<file path="src/imem.hex">
// One 32-bit instruction word per line, in hex, starting at word 0
// Trailing comments give the byte address and the instruction
00100093 // 0x00 addi x1, x0, 1
00200113 // 0x04 addi x2, x0, 2
002081b3 // 0x08 add  x3, x1, x2
00208463 // 0x0c beq  x1, x2, +8   forward branch
00400213 // 0x10 addi x4, x0, 4
0080006f // 0x14 jal  x0, +8
00000013 // 0x18 nop, skipped by the jal
00128293 // 0x1c addi x5, x5, 1
fe0290e3 // 0x20 bne  x5, x0, -32  backward branch
00600313 // 0x24 addi x6, x0, 6
00700393 // 0x28 addi x7, x0, 7
00800413 // 0x2c addi x8, x0, 8
00900493 // 0x30 addi x9, x0, 9
00a00513 // 0x34 addi x10, x0, 10
fc9ff06f // 0x38 jal  x0, -56
00b00593 // 0x3c addi x11, x0, 11
ffdff06f // 0x40 jal  x0, -4

</file>
<file path="src/verilog/fetch_pkg.sv">
// Fetch front end shared definitions
// Word type, ROM geometry, access latency, FSM state codes and the
// instruction word views used by the static predictor
package fetch_pkg;

    typedef logic [31:0] word_t;

    // Memory map and ROM geometry
    localparam word_t RESET_PC       = 32'h0000_0000;
    localparam int    IMEM_WORDS     = 64;
    localparam int    IMEM_AW        = $clog2(IMEM_WORDS);
    localparam string IMEM_INIT_FILE = "/design/src/imem.hex";

    // ROM latency from request strobe to done strobe
    localparam int                    IMEM_WAIT     = 3;
    localparam int                    IMEM_CNT_W    = $clog2(IMEM_WAIT + 1);
    localparam logic [IMEM_CNT_W-1:0] IMEM_WAIT_CNT = IMEM_CNT_W'(IMEM_WAIT);

    // Opcodes the predictor looks at
    localparam logic [6:0] OPC_BRANCH = 7'b1100011;
    localparam logic [6:0] OPC_JAL    = 7'b1101111;

    // Fetch control FSM state codes
    localparam logic [1:0] ST_REQUEST    = 2'b00;
    localparam logic [1:0] ST_WAIT       = 2'b01;
    localparam logic [1:0] ST_MISALIGNED = 2'b10;
    localparam logic [1:0] ST_HALT       = 2'b11;

    // One instruction word seen as raw bits, B-type or J-type
    typedef union packed {
        word_t raw;
        struct packed {
            logic       imm12;
            logic [5:0] imm10_5;
            logic [4:0] rs2;
            logic [4:0] rs1;
            logic [2:0] funct3;
            logic [3:0] imm4_1;
            logic       imm11;
            logic [6:0] opcode;
        } b_fmt;
        struct packed {
            logic       imm20;
            logic [9:0] imm10_1;
            logic       imm11;
            logic [7:0] imm19_12;
            logic [4:0] rd;
            logic [6:0] opcode;
        } j_fmt;
    } instr_u;

endpackage

</file>
<file path="src/verilog/fetch_ctrl_if.sv">
// Fetch control link
// Sequencing strobes from the control FSM to the fetch stage, and the
// status the FSM needs back from the datapath
`timescale 1ns/1ps

interface fetch_ctrl_if;

    logic pc_en;
    logic iren;
    logic discard;
    logic halted;
    logic mal_addr;
    logic fetch_done;

    modport fsm (
        output pc_en,
        output iren,
        output discard,
        output halted,
        input  mal_addr,
        input  fetch_done
    );

    modport stage (
        input  pc_en,
        input  iren,
        input  discard,
        input  halted,
        output mal_addr,
        output fetch_done
    );

endinterface

</file>
<file path="src/verilog/imem_bus_if.sv">
// Instruction memory bus
// Single outstanding read access. The fetch stage strobes ren/addr and
// the ROM strobes done/rdata back a fixed number of cycles later
`timescale 1ns/1ps

interface imem_bus_if;
    import fetch_pkg::*;

    logic  ren;
    word_t addr;
    word_t rdata;
    logic  done;

    // Fetch side issues requests
    modport cpu (
        output ren,
        output addr,
        input  rdata,
        input  done
    );

    // ROM side answers them
    modport mem (
        input  ren,
        input  addr,
        output rdata,
        output done
    );

endinterface

</file>
<file path="src/verilog/branch_predictor.sv">
// Static branch predictor
// Backward conditional branches and every JAL are guessed taken, with
// the target formed from the PC and the instruction's own immediate.
// Everything else falls through to pc+4.
`timescale 1ns/1ps

module branch_predictor (
    input  fetch_pkg::word_t  pc,
    input  fetch_pkg::instr_u instr,
    output logic              predict_taken,
    output fetch_pkg::word_t  target_addr
);
    import fetch_pkg::*;

    logic [6:0] opcode;
    logic       is_branch;
    logic       is_jal;
    word_t      imm_b;
    word_t      imm_j;

    assign opcode    = instr.raw[6:0];
    assign is_branch = (opcode == OPC_BRANCH);
    assign is_jal    = (opcode == OPC_JAL);

    // B-type immediate with the sign bit replicated
    assign imm_b = {{19{instr.b_fmt.imm12}}, instr.b_fmt.imm12, instr.b_fmt.imm11,
                    instr.b_fmt.imm10_5, instr.b_fmt.imm4_1, 1'b0};

    // J-type immediate
    assign imm_j = {{11{instr.j_fmt.imm20}}, instr.j_fmt.imm20, instr.j_fmt.imm19_12,
                    instr.j_fmt.imm11, instr.j_fmt.imm10_1, 1'b0};

    // Negative offset means a loop back edge
    assign predict_taken = is_jal | (is_branch & imm_b[31]);
    assign target_addr   = pc + (is_jal ? imm_j : imm_b);

endmodule

</file>
<file path="src/verilog/fetch_control_fsm.sv">
// Fetch control FSM
// Issues one ROM request at a time, waits for its done, steps the PC and
// handles branch/trap redirects. A redirect that overtakes an access in
// flight marks that access so its done is dropped. A misaligned PC stops
// fetch until the next redirect.
`timescale 1ns/1ps

module fetch_control_fsm (
    input logic       CLK,
    input logic       nRST,
    input logic       brj_strobe,
    input logic       trap_strobe,
    fetch_ctrl_if.fsm ctrl
);
    import fetch_pkg::*;

    logic [1:0] state;
    logic [1:0] next_state;
    logic       started;
    logic       drop_q;
    logic       drop_next;
    logic       redirect;

    assign redirect = brj_strobe | trap_strobe;

    always_ff @(posedge CLK, negedge nRST) begin
        if (!nRST) begin
            state   <= ST_REQUEST;
            started <= 1'b0;
            drop_q  <= 1'b0;
        end else begin
            state   <= next_state;
            started <= 1'b1;
            drop_q  <= drop_next;
        end
    end

    always_comb begin
        next_state   = state;
        drop_next    = drop_q;
        ctrl.pc_en   = 1'b0;
        ctrl.iren    = 1'b0;
        ctrl.discard = 1'b0;
        case (state)
            ST_REQUEST: begin
                // Idle for the first cycle out of reset
                if (redirect) begin
                    ctrl.pc_en = 1'b1;
                end else if (started) begin
                    if (ctrl.mal_addr) begin
                        next_state = ST_MISALIGNED;
                    end else begin
                        ctrl.iren  = 1'b1;
                        next_state = ST_WAIT;
                    end
                end
            end
            ST_WAIT: begin
                ctrl.discard = drop_q | redirect;
                ctrl.pc_en   = redirect | (ctrl.fetch_done & ~drop_q);
                if (ctrl.fetch_done) begin
                    next_state = ST_REQUEST;
                    drop_next  = 1'b0;
                end else if (redirect) begin
                    // Access still in flight so its done must not reach execute
                    drop_next = 1'b1;
                end
            end
            ST_MISALIGNED: begin
                ctrl.pc_en = redirect;
                next_state = redirect ? ST_REQUEST : ST_HALT;
            end
            default: begin
                ctrl.pc_en = redirect;
                if (redirect) begin
                    next_state = ST_REQUEST;
                end
            end
        endcase
    end

    assign ctrl.halted = (state == ST_MISALIGNED) | (state == ST_HALT);

    a_done_only_in_wait: assert property (@(posedge CLK) disable iff (!nRST)
        ctrl.fetch_done |-> (state == ST_WAIT))
        else $error("ROM done arrived with no access outstanding");

    a_halt_holds_pc: assert property (@(posedge CLK) disable iff (!nRST)
        (state == ST_HALT) |-> ctrl.mal_addr)
        else $error("halted fetch moved off the misaligned PC");

endmodule

</file>
<file path="src/verilog/fetch_stage.sv">
// Fetch stage datapath
// Holds the PC and picks the next one (trap, branch, prediction, pc+4),
// drives the ROM request, flags misaligned PCs and keeps the
// fetch/execute output register. A misaligned PC produces a single
// output with the exception flag set and a zero instruction.
`timescale 1ns/1ps

module fetch_stage (
    input  logic              CLK,
    input  logic              nRST,
    fetch_ctrl_if.stage       ctrl,
    imem_bus_if.cpu           bus,
    input  logic              brj_strobe,
    input  logic              trap_strobe,
    input  fetch_pkg::word_t  brj_addr,
    input  fetch_pkg::word_t  trap_addr,
    output logic              out_valid,
    output logic              out_pred,
    output logic              out_mal,
    output fetch_pkg::word_t  out_pc,
    output fetch_pkg::word_t  out_instr,
    output fetch_pkg::word_t  out_pc4
);
    import fetch_pkg::*;

    word_t pc;
    word_t pc4;
    word_t npc;
    word_t pred_target;
    logic  pred_taken;
    logic  halted_q;
    logic  mal_report;
    logic  load_out;

    branch_predictor i_branch_predictor (
        .pc            (pc),
        .instr         (bus.rdata),
        .predict_taken (pred_taken),
        .target_addr   (pred_target)
    );

    assign pc4 = pc + 32'd4;

    // Trap beats branch, branch beats prediction
    always_comb begin
        if (trap_strobe) begin
            npc = trap_addr;
        end else if (brj_strobe) begin
            npc = brj_addr;
        end else if (pred_taken) begin
            npc = pred_target;
        end else begin
            npc = pc4;
        end
    end

    always_ff @(posedge CLK, negedge nRST) begin
        if (!nRST) begin
            pc       <= RESET_PC;
            halted_q <= 1'b0;
        end else begin
            halted_q <= ctrl.halted;
            if (ctrl.pc_en) begin
                pc <= npc;
            end
        end
    end

    // Bus request always uses the current PC
    assign bus.ren         = ctrl.iren;
    assign bus.addr        = pc;
    assign ctrl.mal_addr   = (pc[1:0] != 2'b00);
    assign ctrl.fetch_done = bus.done;

    // First halted cycle reports the misaligned fetch once
    assign mal_report = ctrl.halted & ~halted_q;
    assign load_out   = (bus.done & ~ctrl.discard) | mal_report;

    always_ff @(posedge CLK, negedge nRST) begin
        if (!nRST) begin
            out_valid <= 1'b0;
        end else begin
            out_valid <= load_out;
        end
    end

    always_ff @(posedge CLK) begin
        if (load_out) begin
            out_pc    <= pc;
            out_pc4   <= pc4;
            out_instr <= mal_report ? '0 : bus.rdata;
            out_pred  <= pred_taken & ~mal_report;
            out_mal   <= mal_report;
        end
    end

endmodule

</file>
<file path="src/verilog/fetch_top.sv">
// Instruction fetch front end
// Control FSM, fetch datapath with static predictor, and the
// wait-stated instruction ROM, joined by the control and bus links.
// Redirects from execute and traps come in as single-cycle strobes.
`timescale 1ns/1ps

module fetch_top (
    input  logic        CLK,
    input  logic        nRST,
    input  logic        brj_strobe,
    input  logic        trap_strobe,
    input  logic [31:0] brj_addr,
    input  logic [31:0] trap_addr,
    output logic        fetch_valid,
    output logic        fetch_pred,
    output logic        fetch_mal,
    output logic [31:0] fetch_pc,
    output logic [31:0] fetch_instr,
    output logic [31:0] fetch_pc4
);

    imem_bus_if   imem_bus ();
    fetch_ctrl_if fetch_ctrl ();

    fetch_control_fsm i_fetch_control_fsm (
        .CLK         (CLK),
        .nRST        (nRST),
        .brj_strobe  (brj_strobe),
        .trap_strobe (trap_strobe),
        .ctrl        (fetch_ctrl.fsm)
    );

    fetch_stage i_fetch_stage (
        .CLK         (CLK),
        .nRST        (nRST),
        .ctrl        (fetch_ctrl.stage),
        .bus         (imem_bus.cpu),
        .brj_strobe  (brj_strobe),
        .trap_strobe (trap_strobe),
        .brj_addr    (brj_addr),
        .trap_addr   (trap_addr),
        .out_valid   (fetch_valid),
        .out_pred    (fetch_pred),
        .out_mal     (fetch_mal),
        .out_pc      (fetch_pc),
        .out_instr   (fetch_instr),
        .out_pc4     (fetch_pc4)
    );

    imem_rom i_imem_rom (
        .CLK  (CLK),
        .nRST (nRST),
        .bus  (imem_bus.mem)
    );

endmodule

</file>
<file path="src/verilog/imem_rom.sv">
// Instruction ROM
// Word-wide ROM preloaded from the program image. Captures the word
// address on a request and returns the word with the done strobe once
// the access latency has elapsed. Addresses wrap modulo the ROM depth.
`timescale 1ns/1ps

module imem_rom (
    input logic      CLK,
    input logic      nRST,
    imem_bus_if.mem  bus
);
    import fetch_pkg::*;

    word_t              mem [0:IMEM_WORDS-1];
    logic [IMEM_AW-1:0] word_addr;
    logic               expire;

    initial begin
        $readmemh(IMEM_INIT_FILE, mem);
    end

    // Byte address to word index with the upper bits dropped
    always_ff @(posedge CLK) begin
        if (bus.ren) begin
            word_addr <= bus.addr[IMEM_AW+1:2];
        end
    end

    imem_wait_timer i_wait_timer (
        .CLK    (CLK),
        .nRST   (nRST),
        .start  (bus.ren),
        .expire (expire)
    );

    assign bus.done  = expire;
    assign bus.rdata = expire ? mem[word_addr] : '0;

    // Fetch side never puts a misaligned address on the bus
    a_word_aligned: assert property (@(posedge CLK) disable iff (!nRST)
        bus.ren |-> (bus.addr[1:0] == 2'b00))
        else $error("misaligned instruction request reached the ROM");

endmodule

</file>
<file path="src/verilog/imem_wait_timer.sv">
// ROM access latency timer
// Loads the wait count on start and counts down, pulsing expire in the
// last cycle of the access
`timescale 1ns/1ps

module imem_wait_timer (
    input  logic CLK,
    input  logic nRST,
    input  logic start,
    output logic expire
);
    import fetch_pkg::*;

    logic [IMEM_CNT_W-1:0] count;

    always_ff @(posedge CLK, negedge nRST) begin
        if (!nRST) begin
            count <= '0;
        end else if (start) begin
            count <= IMEM_WAIT_CNT;
        end else if (count != '0) begin
            count <= count - 1'b1;
        end
    end

    // Done strobe lands IMEM_WAIT cycles after the start strobe
    assign expire = (count == IMEM_CNT_W'(1));

    a_single_access: assert property (@(posedge CLK) disable iff (!nRST)
        start |-> (count == '0))
        else $error("new access started before the previous one finished");

endmodule
</file>
<file path="config.mk">
export PLATFORM = sky130hd
export DESIGN_NAME = fetch_top
export DESIGN_NICKNAME = d
export VERILOG_FILES = /design/src/verilog/fetch_pkg.sv /design/src/verilog/fetch_ctrl_if.sv /design/src/verilog/imem_bus_if.sv /design/src/verilog/branch_predictor.sv /design/src/verilog/fetch_control_fsm.sv /design/src/verilog/fetch_stage.sv /design/src/verilog/fetch_top.sv /design/src/verilog/imem_rom.sv /design/src/verilog/imem_wait_timer.sv
export SDC_FILE = /design/constraint.sdc
export NUM_CORES = 1
export LEC_CHECK = 0
export ABC_AREA = 1
export BUFFER_PORTS_ARGS = -buffer_cell sky130_fd_sc_hd__buf_2
export CORE_ASPECT_RATIO = 0.75
export CORE_UTILIZATION = 52
export CTS_CLUSTER_DIAMETER = 50
export CTS_CLUSTER_SIZE = 30
export DETAILED_ROUTE_END_ITERATION = 12
export PLACE_DENSITY = 0.9
export SLEW_MARGIN = 10
export SYNTH_ARGS = -nofsm -noshare
export SYNTH_HDL_FRONTEND = slang
export SYNTH_SLANG_ARGS = --single-unit
</file>
<file path="constraint.sdc">
create_clock -name CLK -period 5.3 [get_ports CLK]
set_input_delay 1.06 -clock CLK [delete_from_list [all_inputs] [get_ports CLK]]
set_output_delay 1.06 -clock CLK [all_outputs]
set_load 0.1 [all_outputs]
</file>
# Yosys cells after proc, flatten, opt, wreduce, memory -nomap -nowiden
# Index checks and enable logic that the tools add are counted.
# totals
wordCells	70
reg_bits	138
out_inout_bits	99
inputBits	68
# classes
reduce_logical	8
eq_ne	9
bitwise	15
n_addsub	3
mux	23
# ops
cell	count
32-bit 2-to-1 mux	4
32-bit by 3-bit adder with 32-bit output (second input constant)	1
32-bit adder	1
20-bit 2-to-1 mux	1
2-bit 2-to-1 mux	8
7-bit equality test (second input constant)	2
1-bit 2-to-1 mux	8
2-bit nonzero test	4
1-bit OR	6
2-bit case mux with 3 select lines	1
1-bit bitwise AND	5
2-bit by 1-bit equality test with 1-bit output (second input constant)	2
2-bit equality test (second input constant)	2
2-bit by 1-bit inequality test with 1-bit output (second input constant)	2
1-bit inverter	4
4-bit AND reduction	1
4-bit nonzero test	1
2-bit logical NOT	1
2-bit inequality test (second input constant)	1
1-bit case mux with 2 select lines	1
2-bit AND reduction	1
2-bit by 1-bit subtractor with 2-bit output (second input constant)	1

# Logic depth before layout (Yosys ltp)
# depth
ltp_word	8
depth_mapped	12
depth_no_buf	12

# Modules after synthesis
# A second synthesis with hierarchy kept.
# hier_totals
hier_cells	1258
area_unflattened_um2	9436.6
# modules_own_cells
mod	area_each_um2	cells_per_inst	seq_area_each_um2	instances
fetch_stage	6281.0	659	3733.6	1
branch_predictor	2548.7	512	0.0	1
fetch_control_fsm	244.0	39	100.1	1
imem_rom	244.0	33	0.0	1
imem_wait_timer	118.9	15	50.0	1

# Worst setup path before layout
# Ideal clock, no wire load.
# synth_timing
path_kind	input -> register
startpoint	input brj_strobe
endpoint	register i_fetch_stage.out_mal, enable pin
n_path_buf	1
path_slack_ns	0.111
t_arrival_ns	4.681
stages	6
setup_time_ns	0.508
cell_sequence	buf_4 > inv_8 > nand2_1 > inv_1 > nor2_1 > o22ai_1
# synth_via
elab_chain_len	6
# synth_lines
element	line_no	source
from (decl)	fetch_top.sv:10	input logic brj_strobe,
1-bit OR	fetch_control_fsm.sv:24	assign redirect = brj_strobe | trap_strobe;
1-bit OR	fetch_control_fsm.sv:59	ctrl.discard = drop_q | redirect;
1-bit 2-to-1 mux	fetch_control_fsm.sv:44	case (state)
1-bit inverter	fetch_stage.sv:77	assign load_out = (bus.done & ~ctrl.discard) | mal_report;
1-bit bitwise AND	fetch_stage.sv:77	
1-bit OR	fetch_stage.sv:77	
named net i_fetch_stage.load_out	fetch_stage.sv:33	logic load_out;
to (signal assigned)	fetch_stage.sv:93	out_mal <= mal_report;
to (decl)	fetch_stage.sv:19	output logic out_mal,
# The timed path passes the listed nets, and every way through them passes these cells.
# A chain may end at the register's enable or synchronous reset.

# Worst setup path in the final report
# layout_timing
startpoint	input trap_strobe
endpoint	register i_fetch_stage.out_pc4[6], enable pin
# layout_via
elab_chain_len	6
# layout_lines
element	line_no	source
from (decl)	fetch_top.sv:11	input logic trap_strobe,
1-bit OR	fetch_control_fsm.sv:24	
1-bit OR	fetch_control_fsm.sv:59	
1-bit 2-to-1 mux	fetch_control_fsm.sv:44	
1-bit inverter	fetch_stage.sv:77	
1-bit bitwise AND	fetch_stage.sv:77	
1-bit OR	fetch_stage.sv:77	
named net i_fetch_stage.load_out	fetch_stage.sv:33	
to (signal assigned)	fetch_stage.sv:90	out_pc4 <= pc4;
to (decl)	fetch_stage.sv:22	output fetch_pkg::word_t out_pc4
# The timed path passes the listed nets, and every way through them passes these cells.

==> metrics.log <==
INFO  metric run_status = finished clean
INFO  metric top_level_ports = 167
INFO  metric drt_pre_antenna_iters = 6
INFO  metric fp.coreArea = 9850 sq um
INFO  metric syn-cell-area = 5390 sq um
INFO  metric cellLeakagePower = 0.00296 uW
INFO  metric finish.net_count = 809
INFO  metric slew_worst_pin = 0.997 ns
INFO  metric initial_utilization = 0.547
INFO  metric worstSkewPairLatency = 0.35 ns
INFO  metric cp_top_delay_family = buffers and inverters
INFO  metric critical_path_peak_fanout = 37
INFO  metric final-seq-area = 2890 sq um
INFO  metric routed-via-count = 4,529
INFO  metric skew = 0.00592 ns
INFO  metric path_common_cell = inv_1
INFO  metric final-hold-violation-count = 0
INFO  metric drt_drc_violations_left = 0
INFO  metric clkSinkCount = 103
INFO  metric synth_register_bits = 103
INFO  metric dpl.hpwl = 9060 um
INFO  metric relative_slew_slack = 0.335
INFO  metric final.min_clock_period = 3.40 ns
INFO  metric route.antenna.remaining_nets = 0
INFO  metric fmax = 294 MHz
INFO  metric rsz0062_at_grt = false
INFO  metric most_frequent_cells_in_the_layout = nand2_1 (193), buf_2 (133), nor2_1 (96)
INFO  metric floorplan.die.height = 90.2 um
INFO  metric yosys_warnings = 0
INFO  metric syn-instance-count = 614
INFO  metric htree_depth = 3
INFO  metric area_growth_syn_to_layout = 17.0%
INFO  metric clk_root_buffer_cell = clkbuf_16
INFO  metric switchingPower = 2510 uW
INFO  metric synth_cell_type_count = 33
INFO  metric cap_violations = 0
INFO  metric track_usage = 0.244
INFO  metric worst_path_largest_cell_delay = 0.75 ns
INFO  metric total_overflow_reported_by_the_global_router = 0
INFO  metric timing.critical_path.to_type = flip-flop
INFO  metric route.detailed.wl_per_inst = 14.6 um
INFO  metric critical_path.slowest_cell = o22ai_4
INFO  metric multi_input_area = 2080 sq um
INFO  metric postRouteWirelength = 12,700 um
INFO  metric cts_tree = done
INFO  metric antenna_found_initial = 1
INFO  metric finalSetupViolCount = 0
INFO  metric power_frac_seq = 0.307
INFO  metric clk_pin_slew_worst_paths = 0.07 ns
INFO  metric hold_slack = 0.442 ns
INFO  metric place.port_buffers = 133
INFO  metric layout.cells.most_common = nand2_1
INFO  metric die_area = 10,800 sq um
INFO  metric first_global_vias = 4,147
INFO  metric power.clock.fraction = 0.155
INFO  metric swShare = 0.571
INFO  metric gp_congestion = 0.826
INFO  metric data_required_critical_path = 5.34 ns
INFO  metric worst_hold_path_type = flip-flop to flip-flop
INFO  metric cts-hold-fix-buffers = 0
INFO  metric dieWidth = 120 um
INFO  metric core.rowCount = 31
INFO  metric timing.critical_path.from_type = input pin
INFO  metric pwr-share-comb = 0.538
INFO  metric p_int = 1880 uW
INFO  metric final_core_utilization = 0.640
INFO  metric async_reset_ff_frac = 0.388
INFO  metric post_cts_resize_count = 0
INFO  metric drt-initial-drc-count = 431
INFO  metric path_class = input pin to flip-flop
INFO  metric grt_first_pass_wirelength = 20,200 um
INFO  metric cp_data_arrival_time = 3.44 ns
INFO  metric n_antenna_cell = 0
INFO  metric ir_worst_vdd = 0.396 mV
INFO  metric synth_edf_count = 63
INFO  metric final_layout_fill_cell_count = 807
INFO  metric max-clock-path-buffers = 2
INFO  metric drt-vias-per-instance = 5.18
INFO  metric final_min_period_over_clock_period = 0.642
INFO  metric avgSynthCellArea = 8.78 sq um
INFO  metric timing.critical_path.buf_inv = 5
INFO  metric grt_max_degree = 41
INFO  metric setup_tns_final = 0 ns
INFO  metric crit_chain = buf_2 > inv_1 > buf_4 > nand2_1 > inv_1 > nor2_1 > o22ai_4 > buf_12
INFO  metric drive_above_1_share = 0.244
INFO  metric cts_made_buffers = 9
INFO  metric synthFlopType = edfxtp_1
INFO  metric power-per-cell-area = 697 nW/um^2
INFO  metric buffers_inserted_by_post_cts_timing_repair = 0
INFO  metric maxSlewViolCount = 0
INFO  metric synth_seq_area_share = 0.537
state kept, by name (all words and copies together), names as in the netlist:
signal,flops
i_fetch_stage.out_mal,1
i_fetch_stage.halted_q,1
i_fetch_stage.out_pc4,32
i_fetch_control_fsm.state,2
i_imem_rom.i_wait_timer.count,2
i_fetch_stage.out_pc,30
i_fetch_stage.bus.addr,32
i_fetch_control_fsm.drop_q,1
i_fetch_control_fsm.started,1
i_fetch_stage.out_valid,1
per-stage QoR:
stage,instance area (sq um),worst slack (ns),instances,total power (uW)
2_1_floorplan,5510,0.111,646,3420
3_3_place_gp,5990,1.71,859,3700
3_5_place_dp,5990,1.61,859,3720
4_1_cts,6310,1.93,875,4400
5_1_grt,6310,1.64,875,4540
6_report,6310,1.90,875,4390
layer usage:
| metal | wire length [um] | share of wire | vias to the layer above | GRT usage |
|---|---|---|---|---|
| met4 | 259 | 0.020 | 2 | 0.0854 |
| met3 | 1260 | 0.099 | 29 | 0.0711 |
| met5 | 10 | 0.00079 | - | 0 |
| met1 | 5550 | 0.44 | 2082 | 0.341 |
| met2 | 5660 | 0.44 | 274 | 0.361 |
| li1 | - | - | 2142 | - |
path summary, 6_finish.rpt:
check / startpoint / endpoint / slack (ns) / depth (start not counted)
worst max-delay path: trap_strobe / i_fetch_stage.out_pc4[6]$_DFFE_PP_ / 1.90 / 8
worst min register to register: i_fetch_control_fsm.state[1]$_DFFE_PN0P_ / i_fetch_stage.halted_q$_DFF_PN0_ / 0.44 / 0
worst min-delay path: i_fetch_control_fsm.state[1]$_DFFE_PN0P_ / i_fetch_stage.halted_q$_DFF_PN0_ / 0.44 / 0
max in group asynchronous: nRST / i_fetch_stage.bus.addr[21]$_DFFE_PN0P_ / 3.84 / 1
worst max register to register: i_imem_rom.i_wait_timer.count[0]$_DFFE_PN0P_ / i_fetch_stage.bus.addr[6]$_DFFE_PN0P_ / 3.01 / 8
min in group asynchronous: nRST / i_fetch_stage.out_valid$_DFF_PN0_ / 0.86 / 1
synthesized netlist by cell type (7+ instances only):
library cell	count	area (sq um)
nand2_2	8	50.1
edfxtp_1	63	1890
inv_1	38	143
nand3_1	20	100
buf_4	38	285
o21ai_0	9	45.0
xor2_1	8	70.1
nand2_1	193	724
nor2_1	96	360
and2_1	7	43.8
dfrtp_1	40	1000
buf_2	7	35.0
a21oi_1	30	150
area by class of cell:
class,instances,area share
repair buffers,136,0.111
flip-flops and latches,103,0.459
well taps,132,0.0262
multi-input cells,448,0.329
clock inverters,6,0.0119
clock buffers,10,0.0379
inverters,40,0.0250
power by group through the flow:
stage / logic (uW) / registers (uW) / clock network, uW
3_5_place_dp: 2360 / 1360 / 0
6_report: 2360 / 1350 / 679
3_3_place_gp: 2340 / 1360 / 0
5_1_grt: 2450 / 1380 / 720
4_1_cts: 2370 / 1350 / 685
2_1_floorplan: 488 / 2930 / 0
cell families after synthesis:
family                     count (synthesis)  share of synthesized area
adders and majority gates                  3                    0.00697
AOI/OAI and AO/OA                         54                     0.0553
xor gates and xnor gates                  13                     0.0281
buffers and inverters                     95                      0.104
DFF                                      103                      0.537
and+or+nand+nor                          344                      0.267
other                                      2                    0.00139
Power figures use the tool's default switching activity.
